`config.mk`:
```
export PLATFORM = sky130hd
export DESIGN_NAME = sample_recorder
export DESIGN_NICKNAME = d
export VERILOG_FILES = /design/src/sram_pkg.sv /design/src/capture_writer.sv /design/src/zbt_sram_port.sv /design/src/playback_reader.sv /design/src/sample_recorder.sv
export SDC_FILE = /design/constraint.sdc
export NUM_CORES = 1
export LEC_CHECK = 0
export BUFFER_PORTS_ARGS = -buffer_cell sky130_fd_sc_hd__clkbuf_2
export CORE_AREA = 2 2 135 137
export CTS_CLUSTER_SIZE = 20
export DETAILED_ROUTE_END_ITERATION = 10
export DIE_AREA = 0 0 137 139
export GPL_TIMING_DRIVEN = 0
export PLACE_DENSITY_LB_ADDON = 0.1
export SETUP_SLACK_MARGIN = 0.02
export SLEW_MARGIN = 25
export SYNTH_ARGS = -nofsm -noshare
export SYNTH_HDL_FRONTEND = slang
export SYNTH_SLANG_ARGS = --single-unit
```
`constraint.sdc`:
```
create_clock -name clk -period 2.8 [get_ports clk]
set_clock_uncertainty 0.15 [all_clocks]
set_input_delay 0.56 -clock clk [delete_from_list [all_inputs] [get_ports clk]]
set_output_delay 0.56 -clock clk [all_outputs]
set_load 0.05 [all_outputs]
```
`src/sram_pkg.sv`:
```
package sram_pkg;

    // external ZBT SRAM geometry
    localparam int addr_w = 20;
    localparam int word_w = 18;

    // recorded sample width, stored as two byte lanes
    localparam int sample_w = 16;

    // edge accepting a read in the port up to the edge registering sample_out
    localparam int read_latency = 4;

    // play_start sample edge to first sample_out valid
    localparam int play_start_latency = 1 + read_latency;

    // one SRAM word, two even-parity byte lanes
    typedef struct packed {
        logic                      hi_parity;
        logic [sample_w/2-1:0]     hi_byte;
        logic                      lo_parity;
        logic [sample_w/2-1:0]     lo_byte;
    } sram_word_t;

    // single-cycle memory request from the writer
    typedef struct packed {
        logic                      valid;
        logic                      write;
        logic [addr_w-1:0]         addr;
        sram_word_t                wdata;
    } mem_req_t;

    // played back sample
    typedef struct packed {
        logic                      valid;
        logic                      parity_error;
        logic [sample_w-1:0]       data;
    } sample_out_t;

endpackage

```
`src/capture_writer.sv`:
```
`timescale 1ns/1ps

module capture_writer
    import sram_pkg::*;
(
    input  logic                clk,
    input  logic                reset,
    input  logic                sample_valid,
    input  logic [sample_w-1:0] sample_data,
    input  logic                play_start,
    input  logic [addr_w-1:0]   play_count,
    output mem_req_t            req,
    output logic                busy,
    output logic [addr_w-1:0]   rec_count
);

    // next playback address and end of the playback range
    logic [addr_w-1:0] rd_addr;
    logic [addr_w-1:0] play_end;
    sram_word_t        wr_word;

    // even parity per lane, byte ^ parity == 0
    always_comb begin
        wr_word.hi_byte   = sample_data[sample_w-1:sample_w/2];
        wr_word.lo_byte   = sample_data[sample_w/2-1:0];
        wr_word.hi_parity = ^wr_word.hi_byte;
        wr_word.lo_parity = ^wr_word.lo_byte;
    end

    always_ff @(posedge clk) begin
        if (reset) begin
            req.valid <= 1'b0;
            req.write <= 1'b0;
            busy      <= 1'b0;
            rec_count <= '0;
            rd_addr   <= '0;
            play_end  <= '0;
        end else begin
            req.valid <= 1'b0;
            req.write <= 1'b0;
            if (busy) begin
                // back-to-back reads, one per cycle
                req.valid <= 1'b1;
                req.addr  <= rd_addr;
                rd_addr   <= rd_addr + 1'b1;
                if (rd_addr + 1'b1 == play_end) begin
                    busy <= 1'b0;
                end
            end else if (play_start && play_count != '0) begin
                // first read goes out right away
                req.valid <= 1'b1;
                req.addr  <= '0;
                rd_addr   <= addr_w'(1);
                play_end  <= play_count;
                busy      <= (play_count != addr_w'(1));
            end else if (sample_valid) begin
                req.valid <= 1'b1;
                req.write <= 1'b1;
                req.addr  <= rec_count;
                req.wdata <= wr_word;
                rec_count <= rec_count + 1'b1;
            end
        end
    end

    // a request must always carry a known address
    assert property (@(posedge clk) disable iff (reset)
        req.valid |-> !$isunknown(req.addr))
        else $error("request issued with unknown address");

endmodule

```
`src/zbt_sram_port.sv`:
```
`timescale 1ns/1ps

module zbt_sram_port
    import sram_pkg::*;
(
    input  logic              clk,
    input  logic              reset,
    input  mem_req_t          req,
    output logic [addr_w-1:0] sram_addr,
    output logic              sram_we_n,
    output sram_word_t        dq_out,
    output logic              dq_oe,
    input  sram_word_t        dq_in,
    output sram_word_t        rd_word,
    output logic              sram_adv_ld,
    output logic [2:0]        sram_ce,
    output logic [1:0]        sram_bw_n,
    output logic              sram_oe_n,
    output logic              sram_cke_n,
    output logic              sram_clk
);

    // rising edge latches
    logic [addr_w-1:0] addr_latch;
    logic              we_latch;
    sram_word_t        data_latch;

    // falling edge hold and data-phase alignment
    logic [addr_w-1:0] addr_hold;
    logic              we_wait_1;
    logic              we_wait_2;
    logic              we_hold;
    sram_word_t        data_wait_1;
    sram_word_t        data_wait_2;
    sram_word_t        data_hold;

    // single-word access, always selected, all bytes written
    assign sram_adv_ld = 1'b0;
    assign sram_ce     = 3'b010;
    assign sram_bw_n   = 2'b00;
    assign sram_oe_n   = 1'b0;
    assign sram_cke_n  = 1'b0;
    assign sram_clk    = clk;

    always_ff @(posedge clk) begin
        if (reset) begin
            we_latch <= 1'b0;
        end else begin
            we_latch <= req.valid && req.write;
        end
        addr_latch <= req.addr;
        data_latch <= req.wdata;
        // read data returns two cycles after the address phase
        rd_word    <= dq_in;
    end

    // launch on the falling edge, write data trails by two cycles
    always_ff @(negedge clk) begin
        if (reset) begin
            we_wait_1 <= 1'b0;
            we_wait_2 <= 1'b0;
            we_hold   <= 1'b0;
        end else begin
            we_wait_1 <= we_latch;
            we_wait_2 <= we_wait_1;
            we_hold   <= we_wait_2;
        end
        addr_hold   <= addr_latch;
        data_wait_1 <= data_latch;
        data_wait_2 <= data_wait_1;
        data_hold   <= data_wait_2;
    end

    assign sram_addr = addr_hold;
    assign sram_we_n = ~we_wait_1;
    assign dq_out    = data_hold;
    assign dq_oe     = we_hold;

    // bus is only driven in the data phase of a launched write
    assert property (@(posedge clk) disable iff (reset)
        dq_oe |-> $past(!sram_we_n, 2))
        else $error("data bus driven without a write launch");

endmodule

```
`src/playback_reader.sv`:
```
`timescale 1ns/1ps

module playback_reader
    import sram_pkg::*;
(
    input  logic        clk,
    input  logic        reset,
    input  mem_req_t    req,
    input  sram_word_t  rd_word,
    output sample_out_t sample_out
);

    // request markers, index k loaded k edges after the port accepted it
    logic [read_latency-1:0] rd_pipe;
    logic [read_latency-1:0] wr_pipe;
    logic                    hi_bad;
    logic                    lo_bad;

    // even parity, lane xor must be zero
    assign hi_bad = ^{rd_word.hi_parity, rd_word.hi_byte};
    assign lo_bad = ^{rd_word.lo_parity, rd_word.lo_byte};

    always_ff @(posedge clk) begin
        if (reset) begin
            rd_pipe          <= '0;
            wr_pipe          <= '0;
            sample_out.valid <= 1'b0;
        end else begin
            rd_pipe          <= {rd_pipe[read_latency-2:0], req.valid && !req.write};
            wr_pipe          <= {wr_pipe[read_latency-2:0], req.valid && req.write};
            sample_out.valid <= rd_pipe[read_latency-1];
        end
        // rd_word holds the returned word while the last marker is up
        if (rd_pipe[read_latency-1]) begin
            sample_out.data         <= {rd_word.hi_byte, rd_word.lo_byte};
            sample_out.parity_error <= hi_bad || lo_bad;
        end
    end

    // a write directly ahead of a read still drives the bus as read data returns
    assert property (@(posedge clk) disable iff (reset)
        rd_pipe[read_latency-2] |-> !wr_pipe[read_latency-1])
        else $error("read return collides with write data phase");

endmodule

```
`src/sample_recorder.sv`:
```
`timescale 1ns/1ps

module sample_recorder
    import sram_pkg::*;
(
    input  logic                clk,
    input  logic                reset,
    input  logic                sample_valid,
    input  logic [sample_w-1:0] sample_data,
    input  logic                play_start,
    input  logic [addr_w-1:0]   play_count,
    output logic                busy,
    output logic [addr_w-1:0]   rec_count,
    output sample_out_t         sample_out,
    output logic [addr_w-1:0]   sram_addr,
    output logic                sram_we_n,
    output sram_word_t          dq_out,
    output logic                dq_oe,
    input  sram_word_t          dq_in,
    output logic                sram_adv_ld,
    output logic [2:0]          sram_ce,
    output logic [1:0]          sram_bw_n,
    output logic                sram_oe_n,
    output logic                sram_cke_n,
    output logic                sram_clk
);

    mem_req_t   req;
    sram_word_t rd_word;

    capture_writer capture_writer_i (
        .clk          (clk),
        .reset        (reset),
        .sample_valid (sample_valid),
        .sample_data  (sample_data),
        .play_start   (play_start),
        .play_count   (play_count),
        .req          (req),
        .busy         (busy),
        .rec_count    (rec_count)
    );

    // dq is split into out, enable and in, the pad ring joins them
    zbt_sram_port zbt_sram_port_i (
        .clk         (clk),
        .reset       (reset),
        .req         (req),
        .sram_addr   (sram_addr),
        .sram_we_n   (sram_we_n),
        .dq_out      (dq_out),
        .dq_oe       (dq_oe),
        .dq_in       (dq_in),
        .rd_word     (rd_word),
        .sram_adv_ld (sram_adv_ld),
        .sram_ce     (sram_ce),
        .sram_bw_n   (sram_bw_n),
        .sram_oe_n   (sram_oe_n),
        .sram_cke_n  (sram_cke_n),
        .sram_clk    (sram_clk)
    );

    playback_reader playback_reader_i (
        .clk        (clk),
        .reset      (reset),
        .req        (req),
        .rd_word    (rd_word),
        .sample_out (sample_out)
    );

endmodule

```
Word level (Yosys, flattened, before mapping)
Cells that the tools add are included.
- $add $sub $neg: 2
- equality and inequality tests: 2
- multiplexer cells: 10
- bitwise operators: 4
- reduce and logical (&&, ||, !) cells: 17
- operator list (kind ; number):
    two-way mux 20 bit ; 4
    adder 20 x 1 -> 20 bit (second input constant) ; 2
    two-way mux 40 bit ; 1
    == test 20 bit ; 1
    inequality test 20 x 1 -> 1 bit (second input constant) ; 1
    nonzero test 20 bit ; 1
    parity 9 bit ; 2
    parity 8 bit ; 2
    two-way mux 1 bit ; 5
    inverter 1 bit ; 4
    AND reduction 2 bit ; 2
    AND reduction 4 bit ; 1
    logical AND 1 bit ; 3
    AND reduction 3 bit ; 1
    nonzero test 3 bit ; 1
    OR reduction 3 bit ; 1
    nonzero test 2 bit ; 1
    zero test 1 bit ; 1
    logical OR 1 bit ; 1
- flip-flop bits (word level): 257
- input bits: 58
- output and inout port bits: 88
- word-level logic and storage cells: 76

Depth between registers and ports, before layout
Gate-level depths: netlist of run 1.
- depth in word-level cells: 4
- depth in mapped cells: 7
- mapped depth without buffers: 7

Cells and area by module
From an unflattened synthesis of run 1, not the netlist that was laid out.
- cell total of the unflattened synthesis: 697
- area total of the unflattened synthesis: 8583.2 µm²
- by module, submodules not included (module ; times used ; cells an instance ; area each (µm²) ; seq. area each (µm²)):
    capture_writer ; 1 ; 504 ; 4993.5 ; 2402.3
    zbt_sram_port ; 1 ; 151 ; 2792.7 ; 2682.6
    playback_reader ; 1 ; 42 ; 797.0 ; 610.6

==> run metrics, run 1 <==
Mapped Area=8642 um2; largest family of logic cells by synthesized area=simple AND/OR/NAND/NOR gates; CP max-delay cell=dfxtp_2; ys async rst share=0; Cell Rows=49; final hold violations=0; most frequent cells in the layout=162 x dfxtp_1, 100 x clkbuf_2, 88 x inv_1; Layout area overhead=37.92%; cell area after layout=11920 um2; IR drop worst, VDD=0.7332 mV; Cell variety after synth=70; Compound-Gate Fraction of Synth Area=0.09136; I/O pin count=146; simple-gate portion of the synthesized area=0.1234; number of synthesized flops with an enable pin=55; Adder-Cell Fraction of Synth Area=0.002896; Synth Instances=710; post-synthesis xor/xnor area fraction=0.06066; register bit total from synthesis=257; required time of the critical path=2090 ps; DP HPWL=13450 um; Final setup viols=40; number of port buffers=136; vias=6419; setup slack after layout=-566.0 ps; unrepaired setup endpoints after global routing=yes; Avg Synthesized Cell Area=12.17 um2; ant diodes=0; Worst Path Arrival=2660 ps; DRT iter0 DRCs=403; DIE HEIGHT=139 um; DRC viols=0; PwrDens=771.2 nW/um2; post-layout util=0.6750; Hold Worst Slack=17.62 ps; CP Cell Sequence=clkbuf_16; DRT Wirelength=21190 um; Startpoint Class=flop; dominant cells by area after synthesis=dfxtp_1 47%, edfxtp_1 19%, xnor2_1 4.4%; P_leak=5.083 nW; Crit Path Class=reg2out; Multi-input gate area=2693 um2; final total power=9.192 mW; Crit path max-delay family=flip-flops; Nets=1062; post-synthesis mux area share=0.02577; fin cells=1250; fin. max-slew vios=0; Yosys top cell area share=0.4679; initial core utilization=0.4894; setup TNS=-19790 ps; placed cell area=9646 um2; GPL Wtd Cong=0.8762; clock-pin slew on the worst setup and hold paths=70 ps; slowest stage delay, CP=350 ps; slew margin rel.=0.4842; drt wl/cell=16.96 um; first-pass GRT wire length=32630 um; failing checks=setup timing; Max Cap Viol=0; sequential area share after synthesis=0.6590; GR Util All Layers=0.2173; Worst-Margin Slew=772.6 ps; CP max FO=1; antenna-violating nets left=0; fillers=1280; First-pass DRT Iterations=5; synth warn=0; initial antenna violation count=0; vias per inst=5.135; most common cell after layout, fill and taps aside=dfxtp_1; cell total after placement=1081; Hold WC Path Type=in2reg; Sequential cell area=5746 um2; Die Width=137 um; Clock Latency Late Sink=740 ps; total global routing overflow=0; pin count of the biggest net entering global routing=21; die area=19040 um2; Main synth FF type=dfxtp_1; Critical Path End Type=output port; CTS tree=yes; dpl ws=-1079 ps; largest area contributor in the netlist=dfxtp_1; share of post-route cells with drive strength above 1=0.2791; worst path bufs/invs=1; outcome=finished with violations; area of the core=17660 um2; vias in the first global route=6359
## cell usage after synthesis (all sizes together) (2+ instances only)
| cell | n |
|---|---|
| nor2 | 49 |
| nand2b | 2 |
| edfxtp | 55 |
| a31oi | 7 |
| o21a | 4 |
| nand3 | 19 |
| xor2 | 15 |
| conb | 2 |
| a41oi | 2 |
| buf | 19 |
| nand3b | 4 |
| a311oi | 5 |
| nor3 | 5 |
| o41ai | 2 |
| o21ai | 33 |
| o22ai | 3 |
| a22o | 12 |
| dfxtp | 202 |
| nor2b | 9 |
| and4 | 3 |
| o31ai | 6 |
| inv | 13 |
| mux2 | 2 |
| and3 | 7 |
| nand2 | 38 |
| xnor2 | 44 |
| clkbuf | 24 |
| nand4 | 18 |
| a21oi | 35 |
| nor4 | 10 |
| a211oi | 2 |
| o31a | 2 |
| ha | 2 |
| or3 | 11 |
| mux2i | 20 |
| or4 | 9 |
## final cells by class
type                            instances  share of cell area
Buffer                                 43             0.02194
Clock buffer                           36             0.06666
Clock inverter                         91             0.03737
Inverter                               13            0.004094
Multi-Input combinational cell        402              0.2259
Sequential cell                       257              0.4821
Tap cell                              229             0.02404
Timing Repair Buffer                  179              0.1379
## tightest hold or removal path, delay by kind of cell
kind,cells,cell delay [ps]
buf+inv,1,80
mux,1,50
simple gates,1,70
## cells by family (layout without fill, tap and decap cells)
group                    Yosys count  in the layout
multiplexers                      22             22
other                              2              8
buffers and inverters             57            362
AND/OR/NAND/NOR                  190            190
AO/OA/AOI/OAI                    121            121
flip-flops                       257            257
adder cells (fa/ha/maj)            2              2
XOR/XNOR                          59             59
## flip-flops by register name, indices dropped and copies added, names as in the netlist, 4 cells and up
name,count
capture_writer_i.play_end,20
zbt_sram_port_i.rd_word,18
zbt_sram_port_i.data_wait_2,18
zbt_sram_port_i.data_latch,18
zbt_sram_port_i.addr_latch,20
zbt_sram_port_i.sram_addr,20
zbt_sram_port_i.data_wait_1,18
playback_reader_i.rd_pipe,4
playback_reader_i.sample_out,18
zbt_sram_port_i.dq_out,18
capture_writer_i.rd_addr,20
capture_writer_i.rec_count,20
capture_writer_i.req,40
## worst paths after layout
path / from / endpoint / slack [ps] / cells after the start
setup / recovery: zbt_sram_port_i.dq_out[3] / dq_out[3] / -570 / 1
hold reg to reg: zbt_sram_port_i.data_wait_1[0] / zbt_sram_port_i.data_wait_2[0] / 160 / 0
setup reg to reg: capture_writer_i.rd_addr[1] / capture_writer_i.busy / 180 / 8
hold / removal: play_count[16] / capture_writer_i.play_end[16] / 20 / 3
## power by group
group	internal, mW	total [mW]	switching (mW)
sequential	3.96	4.05	0.0907
clock	2.41	4.27	1.85
combinational	0.356	0.876	0.519
total	6.73	9.19	2.46
## metal layers
layer / vias to the layer above / GRT usage / wire [um]
met2: 216 / 0.3760 / 10690
met4: 0 / 0.06457 / 524
met1: 3065 / 0.2687 / 8747
met5: - / 0 / 0
met3: 45 / 0.04971 / 1230
li1: 3093 / - / -
## timing repair
action | CTS | global route
hold buffers | 34 | 0
buffers inserted | 3 | 7
endpoints found under the setup margin | 59 | 80
pin swaps | 2 | 6
hold endpoints to repair | 34 | 0
gates resized for setup | 133 | 38
No activity file was read; power rests on OpenSTA's default activity.
==> run 2: changes to the inputs <==
GPL_TIMING_DRIVEN = default   (was 0)
==> run 2 against run 1 <==
Against the previous run: the flow still finishes with violations (setup timing); design area fell by 1.7%; clock power fell by 6.8%; combinational power fell by 3.5%; clock-buffer cell count rose by 4; critical path depth rose by 1; first-iteration DRC count fell by 29%; die area did not move; via count fell by 2.5%; non-clock buffer count fell by 28; sequential share of layout area rose by 0.85 points; routed wire length fell by 9.4%; largest power group is now sequential cells; final cell count fell by 1.9%.
==> run metrics, run 2 (synthesized netlist as in run 1, its figures left out) <==
sw power=2.329 mW (-5.5%); antenna-violating nets left=0 (unchanged); total global routing overflow=0 (unchanged); unrepaired setup endpoints after global routing=yes; Nets=1036 (-2.4%); dpl ws=-135.3 ps (+943.9 ps); slew margin rel.=0.4755 (-0.008714); setup TNS=-12840 ps (+6947 ps); outcome=finished with violations; required time of the critical path=2090 ps (about the same); final hold violations=0 (unchanged); Biggest register=capture_writer_i.req; Worst R2R Setup Slack=100 ps (-80 ps); combinational share of power=0.095 (about the same); area of the core=17660 um2 (unchanged); slowest stage delay, CP=300 ps (-50 ps); Root Buffer=clkbuf_16; pin count of the biggest net entering global routing=71 (+240%); most frequent cells in the layout=162 x dfxtp_1, 92 x clkbuf_2, 88 x inv_1; GPL Wtd Cong=0.9706 (+11%); Final setup viols=40 (unchanged); clock-pin slew on the worst setup and hold paths=50 ps (-20 ps); IR drop worst, VDD=0.9018 mV (+23%); CP max-delay cell=dfxtp_2; clock share of power=0.449 (-0.015); fin. max-slew vios=0 (unchanged); ant diodes=0 (unchanged); Layout area overhead=35.53%; Cell Rows=49 (unchanged); initial core utilization=0.4894 (unchanged); Max Cap Viol=0 (unchanged); Hold WC Path Type=in2reg; GR Util All Layers=0.2015 (-0.01582); Worst Path Arrival=2480 ps (-180 ps); DRC viols=0 (unchanged); fillers=1314 (+2.7%); DRT iter0 DRCs=286 (-29%); Critical R2R Capture=capture_writer_i.busy; Min-Delay Endpoint=zbt_sram_port_i.rd_word[16]; DP HPWL=12620 um (-6.2%); share of post-route cells with drive strength above 1=0.2849 (+0.005716); first-pass GRT wire length=30930 um (-5.2%); CP Cell Sequence=inv_2 -> clkbuf_16; Inserted Clock Buffers=27; CTS tree=yes; Hold Crit Start=dq_in[16]; die area=19040 um2 (unchanged); r2r startpoint=capture_writer_i.rd_addr[1]; vias in the first global route=6342 (-0.27%); I/O pin count=146 (unchanged); drt wl/cell=15.66 um (-7.7%); Startpoint Class=flop; Clock Latency Late Sink=700 ps (-40 ps); Worst-Margin Slew=786.7 ps (+14.13 ps); Pint=6.542 mW (-2.8%); Worst Hold Depth=1 (-2); CP max FO=2 (+1); number of port buffers=137 (+0.74%); Crit Path Class=reg2out; First-pass DRT Iterations=5 (unchanged); H-tree depth=1; Critical Path Source=zbt_sram_port_i.we_wait_1; R2R cell count=7 (-1); CTS max path bufs=3; failing checks=setup timing; vias=6260 (-2.5%); setup slack after layout=-390.0 ps (+176.1 ps); DRT Wirelength=19200 um (-9.4%); Critical Path End Type=output port; Flop pwr share=0.456 (+0.015); PwrDens=757.3 nW/um2 (-1.8%); P_leak=5.021 nW (-1.2%); vias per inst=5.106 (-0.57%); max FFs per register=40 (unchanged); initial antenna violation count=0 (unchanged); DIE HEIGHT=139 um (unchanged); Die Width=137 um (unchanged); most common cell after layout, fill and taps aside=dfxtp_1; Hold Worst Slack=22.05 ps (+4.423 ps); Switching Share=0.2625 (-0.005629)
[run 2: final cells by class]
cell class	instances	area, um2	share of cell area
Clock inverter	91	397.9	0.03397
Sequential cell	257	5746	0.4905
Inverter	13	48.80	0.004166
Tap cell	229	286.5	0.02446
Multi-Input combinational cell	402	2679	0.2287
Clock buffer	40	787.0	0.06719
Timing Repair Buffer	194	1768	0.1509
[run 2: metrics by stage]
step                      utilization  instances  cell area, um2  power (mW)
after floorplan                     -        716            8671       4.859
after global placement         0.5473       1073            9664       5.052
after detailed placement       0.5473       1073            9664       5.076
after CTS                      0.6588       1226           11630       8.904
after global routing           0.6633       1226           11710       9.325
final                          0.6633       1226           11710       8.870
[run 2: worst max path at each step]
| stage | slack (ps) | to | depth (start not counted) |
|---|---|---|---|
| 2_1_floorplan | 20 | capture_writer_i.req[0] | 5 |
| 3_3_place_gp | -100 | capture_writer_i.rec_count[8] | 9 |
| 3_5_place_dp | -140 | capture_writer_i.rec_count[16] | 9 |
| 4_1_cts | -390 | sram_we_n | 2 |
| 5_1_grt | -440 | sram_we_n | 2 |
| 6_report | -390 | sram_we_n | 2 |
[run 2: worst max-delay path: cells and delay by family, from the launching register on]
kind                   cells  cell delay, ps
buffers and inverters      2             220
DFF                        1             300
[run 2: timing repair]
action	CTS	global route
setup endpoints to repair	41	47
hold endpoints to repair	24	2
pin swaps	0	5
hold buffers	24	2
setup buffers	3	2
resized for setup	133	40
[run 2: power groups by stage]
stage / clock network, mW / registers, mW / logic [mW]
floorplan: 0.246 / 4.20 / 0.413
global placement: 0.237 / 4.09 / 0.724
detailed placement: 0.237 / 4.10 / 0.739
CTS: 4.03 / 4.04 / 0.828
global route: 4.36 / 4.06 / 0.909
finish: 3.98 / 4.04 / 0.845
[run 2: metal layers]
layer | track usage | up-vias | wire length, um
met4 | 0.06891 | 0 | 445
met3 | 0.03326 | 34 | 1063
met5 | 0 | - | 0
li1 | - | 3038 | -
met1 | 0.2518 | 2962 | 8027
met2 | 0.3504 | 226 | 9659
==> run 3: changes to the inputs <==
CORE_AREA = 2 2 189 191   (was 2 2 135 137)
DIE_AREA = 0 0 191 193   (was 0 0 137 139)
==> run 3 against run 2 <==
Against the previous run: the flow still finishes with violations (setup timing); design area increased by 5.9%; first-iteration DRC count grew 9.1%; final cell count is 21% higher; highest routed layer unchanged; routed wire length is 14% higher; critical path type unchanged.
==> run metrics, run 3 (synthesized netlist as in run 1, its figures left out) <==
GR Util All Layers=0.1183 (-0.08325); unrepaired setup endpoints after global routing=yes; Worst R2R Setup Slack=500 ps (+400 ps); Worst Hold Depth=1 (unchanged); worst path bufs/invs=1 (-1); initial core utilization=0.2472 (-0.2423); antenna-violating nets left=0 (unchanged); total global routing overflow=0 (unchanged); required time of the critical path=2090 ps (about the same); DRT iter0 DRCs=312 (+9.1%); CTS tree=yes; slowest stage delay, CP=330 ps (+30 ps); sw power=2.640 mW (+13%); P_leak=5.219 nW (+3.9%); placed cell area=10110 um2 (+4.6%); Root Buffer=clkbuf_16; first-pass GRT wire length=34090 um (+10%); setup TNS=-13930 ps (-1093 ps); R2R cell count=6 (-1); CP max FO=1 (-1); Min-Delay Endpoint=zbt_sram_port_i.rd_word[4]; Biggest register=capture_writer_i.req; Nets=1055 (+1.8%); max FFs per register=40 (unchanged); clock share of power=0.488 (+0.039); post-layout util=0.3546 (-0.3087); H-tree depth=1 (unchanged); Switching Share=0.2739 (+0.01141); DRC viols=0 (unchanged); Max Cap Viol=0 (unchanged); First-pass DRT Iterations=4 (-1); final hold violations=0 (unchanged); Hold Crit Start=dq_in[4]; DP HPWL=15340 um (+22%); number of port buffers=137 (unchanged); slew margin rel.=0.4407 (-0.03476); dpl ws=-177.2 ps (-41.94 ps); initial antenna violation count=1 (+1); failing checks=setup timing; Critical Path End Type=output port; setup slack after layout=-390.4 ps (-0.4310 ps); Crit Path Class=reg2out; area of the core=34960 um2 (+98%); Worst Path Arrival=2480 ps (about the same); vias in the first global route=6115 (-3.6%); cell area after layout=12400 um2 (+5.9%); Die Width=191 um (+39%); Crit path max-delay family=flip-flops; fin. max-slew vios=0 (unchanged); Flop pwr share=0.420 (-0.036); pin count of the biggest net entering global routing=70 (-1.4%); die area=36860 um2 (+94%); DRT Wirelength=21840 um (+14%); Layout area overhead=43.46%; vias=6172 (-1.4%); PwrDens=777.4 nW/um2 (+2.6%); CP Cell Sequence=clkbuf_16; most frequent cells in the layout=162 x dfxtp_1, 95 x clkbuf_2, 88 x inv_1; Cell Rows=69 (+41%); Hold WC Path Type=in2reg; clock-pin slew on the worst setup and hold paths=60 ps (about the same); Clock Latency Late Sink=700 ps (about the same); IR drop worst, VDD=0.5051 mV (-44%); CTS max path bufs=3 (unchanged); Hold Worst Slack=33.32 ps (+11.28 ps); Final setup viols=40 (unchanged); CP max-delay cell=dfxtp_2; vias per inst=4.167 (-18%); share of post-route cells with drive strength above 1=0.3180 (+0.03310); Pint=6.998 mW (+7.0%); DIE HEIGHT=193 um (+39%); Critical R2R Capture=capture_writer_i.busy; Inserted Clock Buffers=30 (+11%); GPL Wtd Cong=0.7507 (-23%); outcome=finished with violations; most common cell after layout, fill and taps aside=dfxtp_1; Startpoint Class=flop; r2r startpoint=capture_writer_i.rd_addr[11]; I/O pin count=146 (unchanged); combinational share of power=0.092 (-0.003); drt wl/cell=14.74 um (-5.8%); Worst-Margin Slew=837.7 ps (+51.00 ps)
==> run 3: changes by cell type in the layout (fill, tap and decap cells not counted), sizes merged <==
cell	delta
buf	+20
dlygate4sd3	-9
inv	+9
clkbuf	+6
dlymetal6s4s	-3
bufinv	+1
clkinv	-1
clkinvlp	-1
diode	+1
==> run 3: what timing repair did <==
action,CTS,global route
gates resized for setup,134,32
endpoints found under the hold margin,14,0
buffers inserted,3,10
setup endpoints to repair,41,49
pin swaps,0,6
cloned,0,2
hold buffers,14,0
==> run 3: how the worst max path moves through the flow <==
stage                                 start                        endpoint  cells past startpoint
5_1_grt        zbt_sram_port_i.sram_addr[6]                    sram_addr[6]                      1
3_5_place_dp                  play_count[4]  capture_writer_i.rec_count[14]                      8
6_report       zbt_sram_port_i.sram_addr[9]                    sram_addr[9]                      1
2_1_floorplan                play_count[16]         capture_writer_i.req[0]                      5
3_3_place_gp                  play_count[4]  capture_writer_i.rec_count[10]                      8
4_1_cts        zbt_sram_port_i.sram_addr[0]                    sram_addr[0]                      1
==> run 3: metrics by stage <==
step | total power [mW] | instances
after global routing | 10.21 | 1480
after detailed placement | 5.130 | 1320
after floorplan | 4.859 | 716
after CTS | 9.772 | 1469
final | 9.638 | 1481
after global placement | 5.127 | 1320
==> run 3: power by group through the flow <==
stage / combinational (mW) / sequential (mW) / clock (mW)
final: 0.890 / 4.04 / 4.70
after global routing: 0.967 / 4.06 / 5.19
after CTS: 0.874 / 4.04 / 4.86
after detailed placement: 0.792 / 4.10 / 0.237
after global placement: 0.791 / 4.10 / 0.237
after floorplan: 0.413 / 4.20 / 0.246
==> run 3: metal layers <==
layer / vias up / wire length [um] / GRT usage
met3: 43 / 1124 / 0.02570
met2: 145 / 10420 / 0.1980
met4: 0 / 555 / 0.03995
met5: - / 0 / 0
met1: 2893 / 9731 / 0.1512
li1: 3091 / - / -
==> run 3: cell type report <==
type,count,area [um2]
flip-flops and latches,257,5746
fillers,3537,22570
inverters,13,48.80
well taps,461,576.8
diodes,1,2.502
clock inverters,99,528.0
repair buffers,210,1932
clock buffers,38,875.8
multi-input cells,402,2689
